`src/include/trace_settings.svh`:
```
// Widths shared by the trace unit; the tag width must keep 2**TAG_W well above five in flight
`ifndef TRACE_SETTINGS_SVH
`define TRACE_SETTINGS_SVH

////////////////////////////////////////////////////////////////////////////
// Field widths
////////////////////////////////////////////////////////////////////////////

`define TRACE_TAG_W   6    // 64 tags in the fetch log
`define TRACE_CYCLE_W 16   // Cycle stamp and latency, wraps
`define TRACE_PC_W    32   // Core program counter

// Stall count saturates at all ones
`define TRACE_STALL_W 4

// Retired and flushed running totals, wrap silently
`define TRACE_TOTAL_W 16

`endif

```
`src/trace_pkg.sv`:
```
// Trace unit types; widths come from the settings header, kill count fixed at two entries
package trace_pkg;

`include "trace_settings.svh"

    ////////////////////////////////////////////////////////////////////////////
    // Vector types
    ////////////////////////////////////////////////////////////////////////////

    typedef logic [`TRACE_TAG_W-1:0]   tag_t;        // Instruction tag
    typedef logic [`TRACE_CYCLE_W-1:0] cycle_t;      // Cycle stamp or latency
    typedef logic [`TRACE_PC_W-1:0]    pc_t;         // Program counter
    typedef logic [`TRACE_STALL_W-1:0] stall_cnt_t;  // Saturating stall count
    typedef logic [`TRACE_TOTAL_W-1:0] total_t;      // Running total

    // Only fetch and decode can be killed, so 0 to 2
    typedef logic [1:0] kill_cnt_t;

endpackage

```
`src/fetch_log.sv`:
```
// Fetch log indexed by tag; an entry is only good while fewer than 64 fetches are newer
`timescale 1ns/1ps

module fetch_log import trace_pkg::*; (
    input  logic   clk,
    input  logic   rst,
    input  logic   fetch_accept,     // Entry has just landed in fetch
    input  tag_t   fetch_tag,
    input  pc_t    fetch_pc,         // Core PC, valid with fetch_valid
    input  tag_t   wb_tag,
    output cycle_t now_cycle,
    output pc_t    wb_pc,
    output cycle_t wb_fetch_cycle
);

`include "trace_settings.svh"

    cycle_t cycle_cnt;
    pc_t    pc_dly;          // PC of the fetch that entered at the last edge

    pc_t    pc_mem  [0:(1 << `TRACE_TAG_W)-1];
    cycle_t cyc_mem [0:(1 << `TRACE_TAG_W)-1];

    ////////////////////////////////////////////////////////////////////////////
    // Free-running cycle counter
    ////////////////////////////////////////////////////////////////////////////

    always_ff @(posedge clk) begin
        if (rst) begin
            cycle_cnt <= '0;
        end else begin
            cycle_cnt <= cycle_cnt + cycle_t'(1);
        end
    end

    assign now_cycle = cycle_cnt;

    ////////////////////////////////////////////////////////////////////////////
    // Tag-indexed log
    ////////////////////////////////////////////////////////////////////////////

    // The strobe comes one cycle after the core offered the PC
    always_ff @(posedge clk) begin
        pc_dly <= fetch_pc;
    end

    always_ff @(posedge clk) begin
        if (fetch_accept) begin
            pc_mem[fetch_tag]  <= pc_dly;
            cyc_mem[fetch_tag] <= cycle_cnt;   // Stamp of the first cycle in fetch
        end
    end

    // Combinational read for the write-back entry
    assign wb_pc          = pc_mem[wb_tag];
    assign wb_fetch_cycle = cyc_mem[wb_tag];

endmodule

```
`src/pipe_trace_top.sv`:
```
// Trace unit top; sees only the core's fetch, stall and flush, so it trusts them to be exact
`timescale 1ns/1ps

module pipe_trace_top import trace_pkg::*; (
    input  logic       clk,
    input  logic       rst,
    input  logic       fetch_valid,
    input  pc_t        fetch_pc,
    input  logic       stall,
    input  logic       flush,
    output logic       retire_valid,
    output tag_t       retire_tag,
    output pc_t        retire_pc,
    output cycle_t     retire_latency,
    output stall_cnt_t retire_stalls,
    output total_t     retired_total,
    output total_t     flushed_total
);

    ////////////////////////////////////////////////////////////////////////////
    // Internal nets
    ////////////////////////////////////////////////////////////////////////////

    logic       fetch_accept;
    tag_t       fetch_tag;
    logic       front_hold;
    kill_cnt_t  kill_num;
    logic       wb_valid;
    tag_t       wb_tag;

    cycle_t     now_cycle;
    pc_t        wb_pc;
    cycle_t     wb_fetch_cycle;
    stall_cnt_t wb_stall_count;

    ////////////////////////////////////////////////////////////////////////////
    // Blocks
    ////////////////////////////////////////////////////////////////////////////

    stage_tracker tracker_i (
        .clk          (clk),
        .rst          (rst),
        .fetch_valid  (fetch_valid),
        .stall        (stall),
        .flush        (flush),
        .fetch_accept (fetch_accept),
        .fetch_tag    (fetch_tag),
        .front_hold   (front_hold),
        .kill_num     (kill_num),
        .wb_valid     (wb_valid),
        .wb_tag       (wb_tag)
    );

    fetch_log log_i (
        .clk            (clk),
        .rst            (rst),
        .fetch_accept   (fetch_accept),
        .fetch_tag      (fetch_tag),
        .fetch_pc       (fetch_pc),
        .wb_tag         (wb_tag),
        .now_cycle      (now_cycle),
        .wb_pc          (wb_pc),
        .wb_fetch_cycle (wb_fetch_cycle)
    );

    // Shadows the tracker's stage shifts
    stall_accum stall_i (
        .clk            (clk),
        .rst            (rst),
        .fetch_accept   (fetch_accept),
        .front_hold     (front_hold),
        .wb_stall_count (wb_stall_count)
    );

    retire_report report_i (
        .clk            (clk),
        .rst            (rst),
        .wb_valid       (wb_valid),
        .wb_tag         (wb_tag),
        .wb_pc          (wb_pc),
        .wb_fetch_cycle (wb_fetch_cycle),
        .wb_stall_count (wb_stall_count),
        .now_cycle      (now_cycle),
        .kill_num       (kill_num),
        .retire_valid   (retire_valid),
        .retire_tag     (retire_tag),
        .retire_pc      (retire_pc),
        .retire_latency (retire_latency),
        .retire_stalls  (retire_stalls),
        .retired_total  (retired_total),
        .flushed_total  (flushed_total)
    );

endmodule

```
`src/retire_report.sv`:
```
// Retire record one cycle after write-back; latency and totals wrap at their widths
`timescale 1ns/1ps

module retire_report import trace_pkg::*; (
    input  logic       clk,
    input  logic       rst,
    input  logic       wb_valid,
    input  tag_t       wb_tag,
    input  pc_t        wb_pc,
    input  cycle_t     wb_fetch_cycle,
    input  stall_cnt_t wb_stall_count,
    input  cycle_t     now_cycle,
    input  kill_cnt_t  kill_num,        // Entries killed by this cycle's flush
    output logic       retire_valid,
    output tag_t       retire_tag,
    output pc_t        retire_pc,
    output cycle_t     retire_latency,
    output stall_cnt_t retire_stalls,
    output total_t     retired_total,
    output total_t     flushed_total
);

    cycle_t latency_now;

    // Counts the retire cycle itself, modulo the counter width
    assign latency_now = now_cycle + cycle_t'(1) - wb_fetch_cycle;

    ////////////////////////////////////////////////////////////////////////////
    // Strobe and totals
    ////////////////////////////////////////////////////////////////////////////

    always_ff @(posedge clk) begin
        if (rst) begin
            retire_valid  <= 1'b0;
            retired_total <= '0;
            flushed_total <= '0;
        end else begin
            retire_valid  <= wb_valid;
            flushed_total <= flushed_total + total_t'(kill_num);
            if (wb_valid) begin
                retired_total <= retired_total + total_t'(1);
            end
        end
    end

    ////////////////////////////////////////////////////////////////////////////
    // Record fields
    ////////////////////////////////////////////////////////////////////////////

    // Held between retires
    always_ff @(posedge clk) begin
        if (wb_valid) begin
            retire_tag     <= wb_tag;
            retire_pc      <= wb_pc;
            retire_latency <= latency_now;
            retire_stalls  <= wb_stall_count;
        end
    end

endmodule

```
`src/stage_tracker.sv`:
```
// Mirrors a five-stage in-order core; assumes flush kills fetch and decode and stall holds both
`timescale 1ns/1ps

module stage_tracker import trace_pkg::*; (
    input  logic      clk,
    input  logic      rst,
    input  logic      fetch_valid,    // Core fetch strobe
    input  logic      stall,          // Core front-end hold
    input  logic      flush,          // Core front-end kill
    output logic      fetch_accept,   // High in the first cycle an entry sits in fetch
    output tag_t      fetch_tag,
    output logic      front_hold,
    output kill_cnt_t kill_num,
    output logic      wb_valid,
    output tag_t      wb_tag
);

    ////////////////////////////////////////////////////////////////////////////
    // Stage registers
    ////////////////////////////////////////////////////////////////////////////

    logic f_valid;
    logic d_valid;
    logic e_valid;
    logic m_valid;

    tag_t f_tag;
    tag_t d_tag;
    tag_t e_tag;
    tag_t m_tag;

    tag_t next_tag;      // Tag for the next accepted fetch
    logic take_fetch;
    logic kill_f;
    logic kill_d;

    ////////////////////////////////////////////////////////////////////////////
    // Stall and flush decode
    ////////////////////////////////////////////////////////////////////////////

    // Flush wins over stall
    assign front_hold = stall & ~flush;
    assign take_fetch = fetch_valid & ~stall & ~flush;   // No tag spent on held fetches

    assign kill_f   = flush & f_valid;
    assign kill_d   = flush & d_valid;
    assign kill_num = {1'b0, kill_f} + {1'b0, kill_d};

    assign fetch_tag = f_tag;

    ////////////////////////////////////////////////////////////////////////////
    // Valid bits and tag counter
    ////////////////////////////////////////////////////////////////////////////

    always_ff @(posedge clk) begin
        if (rst) begin
            f_valid      <= 1'b0;
            d_valid      <= 1'b0;
            e_valid      <= 1'b0;
            m_valid      <= 1'b0;
            wb_valid     <= 1'b0;
            next_tag     <= '0;
            fetch_accept <= 1'b0;
        end else begin
            fetch_accept <= take_fetch;
            if (take_fetch) begin
                next_tag <= next_tag + tag_t'(1);   // Wraps after 64
            end

            // Back end never waits
            m_valid  <= e_valid;
            wb_valid <= m_valid;

            if (flush) begin
                f_valid <= 1'b0;
                d_valid <= 1'b0;
                e_valid <= 1'b0;     // Decode entry killed, nothing moves on
            end else if (stall) begin
                e_valid <= 1'b0;     // Bubble behind the held front
            end else begin
                f_valid <= fetch_valid;
                d_valid <= f_valid;
                e_valid <= d_valid;
            end
        end
    end

    // Tags ride along with the valid bits
    always_ff @(posedge clk) begin
        m_tag  <= e_tag;
        wb_tag <= m_tag;
        if (!front_hold) begin
            f_tag <= next_tag;
            d_tag <= f_tag;
            e_tag <= d_tag;
        end
    end

endmodule

```
`src/stall_accum.sv`:
```
// Stall counts per stage, kept in step with the tracker; counts saturate at 15
`timescale 1ns/1ps

module stall_accum import trace_pkg::*; (
    input  logic       clk,
    input  logic       rst,
    input  logic       fetch_accept,    // Fresh entry in fetch this cycle
    input  logic       front_hold,      // Stall without flush
    output stall_cnt_t wb_stall_count
);

    stall_cnt_t cnt_f;
    stall_cnt_t cnt_d;
    stall_cnt_t cnt_e;
    stall_cnt_t cnt_m;
    stall_cnt_t cnt_w;
    stall_cnt_t base_f;

    function automatic stall_cnt_t sat_inc(input stall_cnt_t v);
        if (&v) begin
            return v;
        end
        return v + stall_cnt_t'(1);
    endfunction

    // A new entry in fetch starts counting from zero
    assign base_f = fetch_accept ? '0 : cnt_f;

    ////////////////////////////////////////////////////////////////////////////
    // Counter pipeline
    ////////////////////////////////////////////////////////////////////////////

    always_ff @(posedge clk) begin
        if (rst) begin
            cnt_f <= '0;
            cnt_d <= '0;
            cnt_e <= '0;
            cnt_m <= '0;
            cnt_w <= '0;
        end else begin
            cnt_m <= cnt_e;
            cnt_w <= cnt_m;
            if (front_hold) begin
                cnt_f <= sat_inc(base_f);    // Held in fetch
                cnt_d <= sat_inc(cnt_d);     // Held in decode
                cnt_e <= '0;                 // Bubble
            end else begin
                cnt_f <= '0;
                cnt_d <= cnt_f;
                cnt_e <= cnt_d;
            end
        end
    end

    assign wb_stall_count = cnt_w;

endmodule

```
`config.mk`:
```
export PLATFORM = sky130hd
export DESIGN_NAME = pipe_trace_top
export DESIGN_NICKNAME = d
export VERILOG_FILES = /design/src/trace_pkg.sv /design/src/fetch_log.sv /design/src/pipe_trace_top.sv /design/src/retire_report.sv /design/src/stage_tracker.sv /design/src/stall_accum.sv
export VERILOG_INCLUDE_DIRS = /design/src /design/src/include
export SDC_FILE = /design/constraint.sdc
export NUM_CORES = 2
export LEC_CHECK = 0
export BUFFER_PORTS_ARGS = -buffer_cell sky130_fd_sc_hd__buf_2
export CAP_MARGIN = 15
export CORE_MARGIN = 4
export CORE_UTILIZATION = 24
export DETAILED_ROUTE_END_ITERATION = 6
export GPL_ROUTABILITY_DRIVEN = 0
export PLACE_DENSITY = 0.48
export SYNTH_ARGS = -nofsm -noshare
export SYNTH_HDL_FRONTEND = slang
export SYNTH_SLANG_ARGS = --single-unit
```
`constraint.sdc`:
```
create_clock -name clk -period 5.15 [get_ports clk]
set_input_delay 0.515 -clock clk [delete_from_list [all_inputs] [get_ports clk]]
set_output_delay 0.515 -clock clk [all_outputs]
set_load 0.005 [all_outputs]
```
After elaboration in Yosys (flattened, before gate mapping). Memories as Yosys holds them, arrays and structs flattened. A register that Yosys moved wholly into a read port is not among the register bits. Index checks and enable logic that the tools add are counted.

Memories: 2. Logic and storage cells: 63. Latch bits: 0. Bits in writable memories: 3072. Bits in read-only memories: 0. Output and inout bits: 91. Register bits: 169. Bits of input ports: 37.

Memories: log_i.pc_mem (depth 64, bits a word 32, rd ports 1, clocked after Yosys merged registers in 1, write ports 1, RTL line fetch_log.sv:21) `` pc_t pc_mem [0:(1 << `TRACE_TAG_W)-1]; ``; log_i.cyc_mem (depth 64, bits a word 16, rd ports 1, clocked after Yosys merged registers in 1, write ports 1, RTL line fetch_log.sv:22) `` cycle_t cyc_mem [0:(1 << `TRACE_TAG_W)-1]; ``.

Shift operators: 0. Equality and inequality tests: 1. Multipliers: 0. Mux-type cells: 13. Bitwise operators: 8. Reductions and logical operators: 6. Add/sub/neg operators: 8. Magnitude comparators: 0. Divide/modulo/power cells: 0.

Operator list (count): 16-bit by 1-bit adder with 16-bit output, second input constant (2); 4-bit 2-to-1 mux (5); 16-bit by 2-bit adder with 16-bit output (1); 16-bit subtractor (1); 4-bit by 1-bit adder with 4-bit output, second input constant (2); 1-bit 2-to-1 mux (8); 4-bit AND reduction (2); 6-bit by 1-bit adder with 6-bit output, second input constant (1); 2-bit OR reduction (3); 1-bit bitwise AND (5); 3-bit != test, second input constant (1); 1-bit inverter (3); 3-bit OR reduction (1); 1-bit by 1-bit adder with 2-bit output (1).

Depth between registers and ports, before layout.
Depth in word-level cells: 6. Gate-level depth with buffers: 19. Mapped depth without buffers: 15.

Modules after synthesis. From an unflattened synthesis, not the netlist that was laid out.

Cells, all modules: 5500. Area total of the unflattened synthesis: 123470.9 um2.

By module, submodules not included: fetch_log (area an instance 117300.0 um2, instances 1, seq. area each 93209.4 um2, cells each 5007); retire_report (area an instance 4115.2 um2, instances 1, seq. area each 2402.3 um2, cells each 342); stage_tracker (area an instance 1297.5 um2, instances 1, seq. area each 1021.0 um2, cells each 80); stall_accum (area an instance 758.2 um2, instances 1, seq. area each 400.4 um2, cells each 71).

Worst setup path after synthesis. No wires, ideal clock.

Kind: flip-flop to flip-flop. From: register tracker_i.fetch_accept. To: memory log_i.cyc_mem[58][0] in the netlist's numbering (enable). Required time: 4637 ps. Library setup time: 513 ps. Period minus slack after synthesis: 4686 ps. Path slack: 464 ps. Path buffers: 1. Stages on the path, launching flop included: 5. Arrival: 4174 ps. Cells stage by stage: dfxtp_1 > clkbuf_1 > and4_1 > nand2_1 > nor3_1.

Word-level cells in the longest chain between the ends: 2.

Ends and longest elaborated chain: start: declaration (RTL line stage_tracker.sv:10) `output logic fetch_accept,`; start signal: assignment (RTL line stage_tracker.sv:65) `fetch_accept <= take_fetch;`; 1-bit 2-to-1 mux (RTL line fetch_log.sv:48) `if (fetch_accept) begin`; 1-bit 2-to-1 mux (implied by the code) (RTL line fetch_log.sv:50) `cyc_mem[fetch_tag] <= cycle_cnt;`; end: declaration (RTL line fetch_log.sv:22).

No other way between the ends.

==> metrics.csv <==
metric,value,unit
seq_area,97120,sq um
final_cell_mix,"edfxtp_1 (3148), mux4_2 (976), clkbuf_16 (367), buf_4 (177), buf_2 (126)",
hpwlAfterDp,195100,um
rsz0062_at_grt,no,
drive_above_1_share,33.50,%
worstMarginPinSlew,1157,ps
drt-initial-drc-count,6892,
ir_drop,0.2906,mV
drtPass1Iterations,7,
numCtsBuffers,359,
gr-total-overflow,0,
synth-edff-count,3148,
cp.required,5830,ps
clock_latency,940,ps
drtAntennaViolNets,0,
ys_warn_count,0,
hold_viol_final,0,
crit_buf_inv,2,
io_buffers,127,
netlist_instances,5037,
drc_errors,0,
vias,58320,
busiest_layer,met2,
clockBufferDepth,4,
cp_common_cell,a21oi_1,
die_h,725.7,um
netlist_area,123600,sq um
synth_top_cell_area_share,76.47,%
cts_setup_buffers,0,
maxCapViolations,0,
ys_seq_area_share,78.49,%
multi_input_area,25840,sq um
syn2layout_area_growth,18.58,%
first_global_vias,60140,
p_per_area,395.2,nW/um^2
cts_resized,0,
status,completed,
grt_util_met1,19.18,%
drt-total-wl,369400,um
max_stage_delay,580,ps
min_period,4559,ps
crit_chain,buf_12 -> buf_12 -> mux4_2 -> nor2b_1 -> a211oi_1 -> a21oi_1 -> mux2_2 -> a21oi_1 -> ha_1 -> o21ai_0 -> nand2b_1 -> a21oi_1 -> a21oi_1 -> a211oi_1 -> xnor2_1,
crit_family,compound AO/OA/AOI/OAI gates,
fill_cells,49570,
crit_path_end_kind,register,
grt_first_pass_wirelength,507500,um
criticalPathCategory,register to register,
clock_skew,62.02,ps
ios,128,
grt_max_degree,97,
p_leak,45.18,nW
die_area,526600,sq um
min_period_over_period,88.53,%
synth_area_leaders,"edfxtp_1 (76%), mux4_2 (18%), dfxtp_1 (2.0%), clkbuf_1 (0.37%), nor2_1 (0.35%)",
path_clk_slew,60,ps
antenna_found_initial,14,
crit_slowest_cell,mux4_2,
async_flop_share,0,%
core-area,513000,sq um
worstPathMaxFanout,58,
cts_root_buf,clkbuf_16,
yosys.area.top_type,edfxtp_1,
cts-htree-levels,5,
route.detailed.wl_per_inst,29.32,um
cts_tree,built,
via_per_inst,4.629,
synth_fp_nets,5097,
final_common_cell,edfxtp_1,
hp-class,primary input to register,
setup_violations,0,
use_met3,2.070,%
ys_ff_latch,3273,
met2_usage,22.28,%
grtUsageTotal,13.64,%
hold_ws,222.5,ps
ys_types,45,
fin_setup_tns,0,ps
cp-start-kind,register,
slew_headroom,22.68,%
fp.dieW,725.7,um
max_freq,219.3,MHz
fp-row-count,263,
cts_num_sinks,3273,
synthFlopType,edfxtp_1,
start_util,24.10,%
postSynthAreaPerCell,24.54,sq um
slew_violations,0,
layout.nets,5614,
cp.arrival,5240,ps
-- cell families after synthesis --
family                     Yosys count  share of synthesized area [%]
and+or+nand+nor                    293                          1.181
AOI/OAI and AO/OA                  106                         0.5749
muxes                             1011                          18.07
xor gates and xnor gates            63                         0.4464
DFF                               3273                          78.49
adders and majority gates           23                         0.2449
buffers and inverters              268                         0.9909
-- Yosys cell counts (15+ instances only) --
| library cell | count |
|---|---|
| xor2_1 | 38 |
| ha_1 | 21 |
| mux4_2 | 976 |
| buf_1 | 25 |
| nand3_1 | 32 |
| clkbuf_1 | 122 |
| inv_1 | 15 |
| buf_4 | 15 |
| a21oi_1 | 31 |
| a211oi_1 | 35 |
| nor2_1 | 115 |
| nor2b_1 | 58 |
| xnor2_1 | 25 |
| edfxtp_1 | 3148 |
| nand2_1 | 27 |
| buf_2 | 82 |
| dfxtp_1 | 125 |
| mux2i_1 | 31 |
-- power by group --
group | switching, mW | total [mW] | internal [mW]
logic | 1.74 | 3.41 | 1.67
registers | 0.222 | 29.4 | 29.1
clock network | 10.5 | 25.2 | 14.6
total | 12.5 | 57.9 | 45.4
-- flip-flops by register name (all words and copies together) (netlist names), 6 cells and up --
name and cells:
tracker_i.fetch_tag 6, tracker_i.d_tag 6, tracker_i.e_tag 6, tracker_i.m_tag 6, tracker_i.wb_tag 6, report_i.retire_latency 16, report_i.flushed_total 16, report_i.retire_pc 32
log_i.cyc_mem 1024, log_i.now_cycle 16, tracker_i.next_tag 6, report_i.retired_total 16, log_i.pc_mem 2048, log_i.pc_dly 32, report_i.retire_tag 6
-- layout make-up --
cell class	instances	area share, %
multi-input combinational	1496	17.63
sequential	3273	66.25
antenna	7	0.01195
clock inverter	190	1.262
inverter	16	0.04097
clock buffer	452	6.503
timing repair buffer	408	2.535
tap	6757	5.768
-- worst register-to-register path, cell delays in order, from the launching register on --
cell and delay (ps):
dfxtp_4 400, buf_12 260, buf_12 510, mux4_2 580, nor2b_1 140, a211oi_1 230
a21oi_1 90, mux2_2 310, a21oi_1 390, ha_1 380, o21ai_0 240, nand2b_1 80
a21oi_1 150, a21oi_1 90, a211oi_1 330, xnor2_1 110
-- what timing repair did --
item,in CTS,in global routing
setup endpoints to repair,0,0
hold buffers,36,0
hold endpoints to repair,52,0
-- routing by layer --
layer  wire length, um  share of wire [%]  vias to the layer above
met4              8482                2.3                        0
li1                  -                  -                    22800
met1            160600                 43                    32950
met3             22780                6.2                      439
met5                 0                  0                        -
met2            177500                 48                     2121
-- worst paths after layout --
path,cells past startpoint,start,slack (ps),end
min,4,fetch_valid,220,tracker_i.fetch_accept
max reg2reg,15,tracker_i.wb_tag[0],590,report_i.retire_latency[15]
max,15,tracker_i.wb_tag[0],590,report_i.retire_latency[15]
min reg2reg,0,tracker_i.m_tag[2],310,tracker_i.wb_tag[2]
-- through the flow --
stage	util (%)	power, mW	setup WS [ps]	cells	instance area [sq um]
floorplan	-	32.23	463.6	5037	123600
global placement	26.20	33.34	332.7	11900	134400
detailed placement	26.21	33.37	527.3	11900	134400
CTS	28.50	58.60	504.4	12570	146200
global route	28.57	59.95	236.4	12590	146600
finish	28.57	57.93	590.8	12600	146600
(Power assumes the default switching activity.)
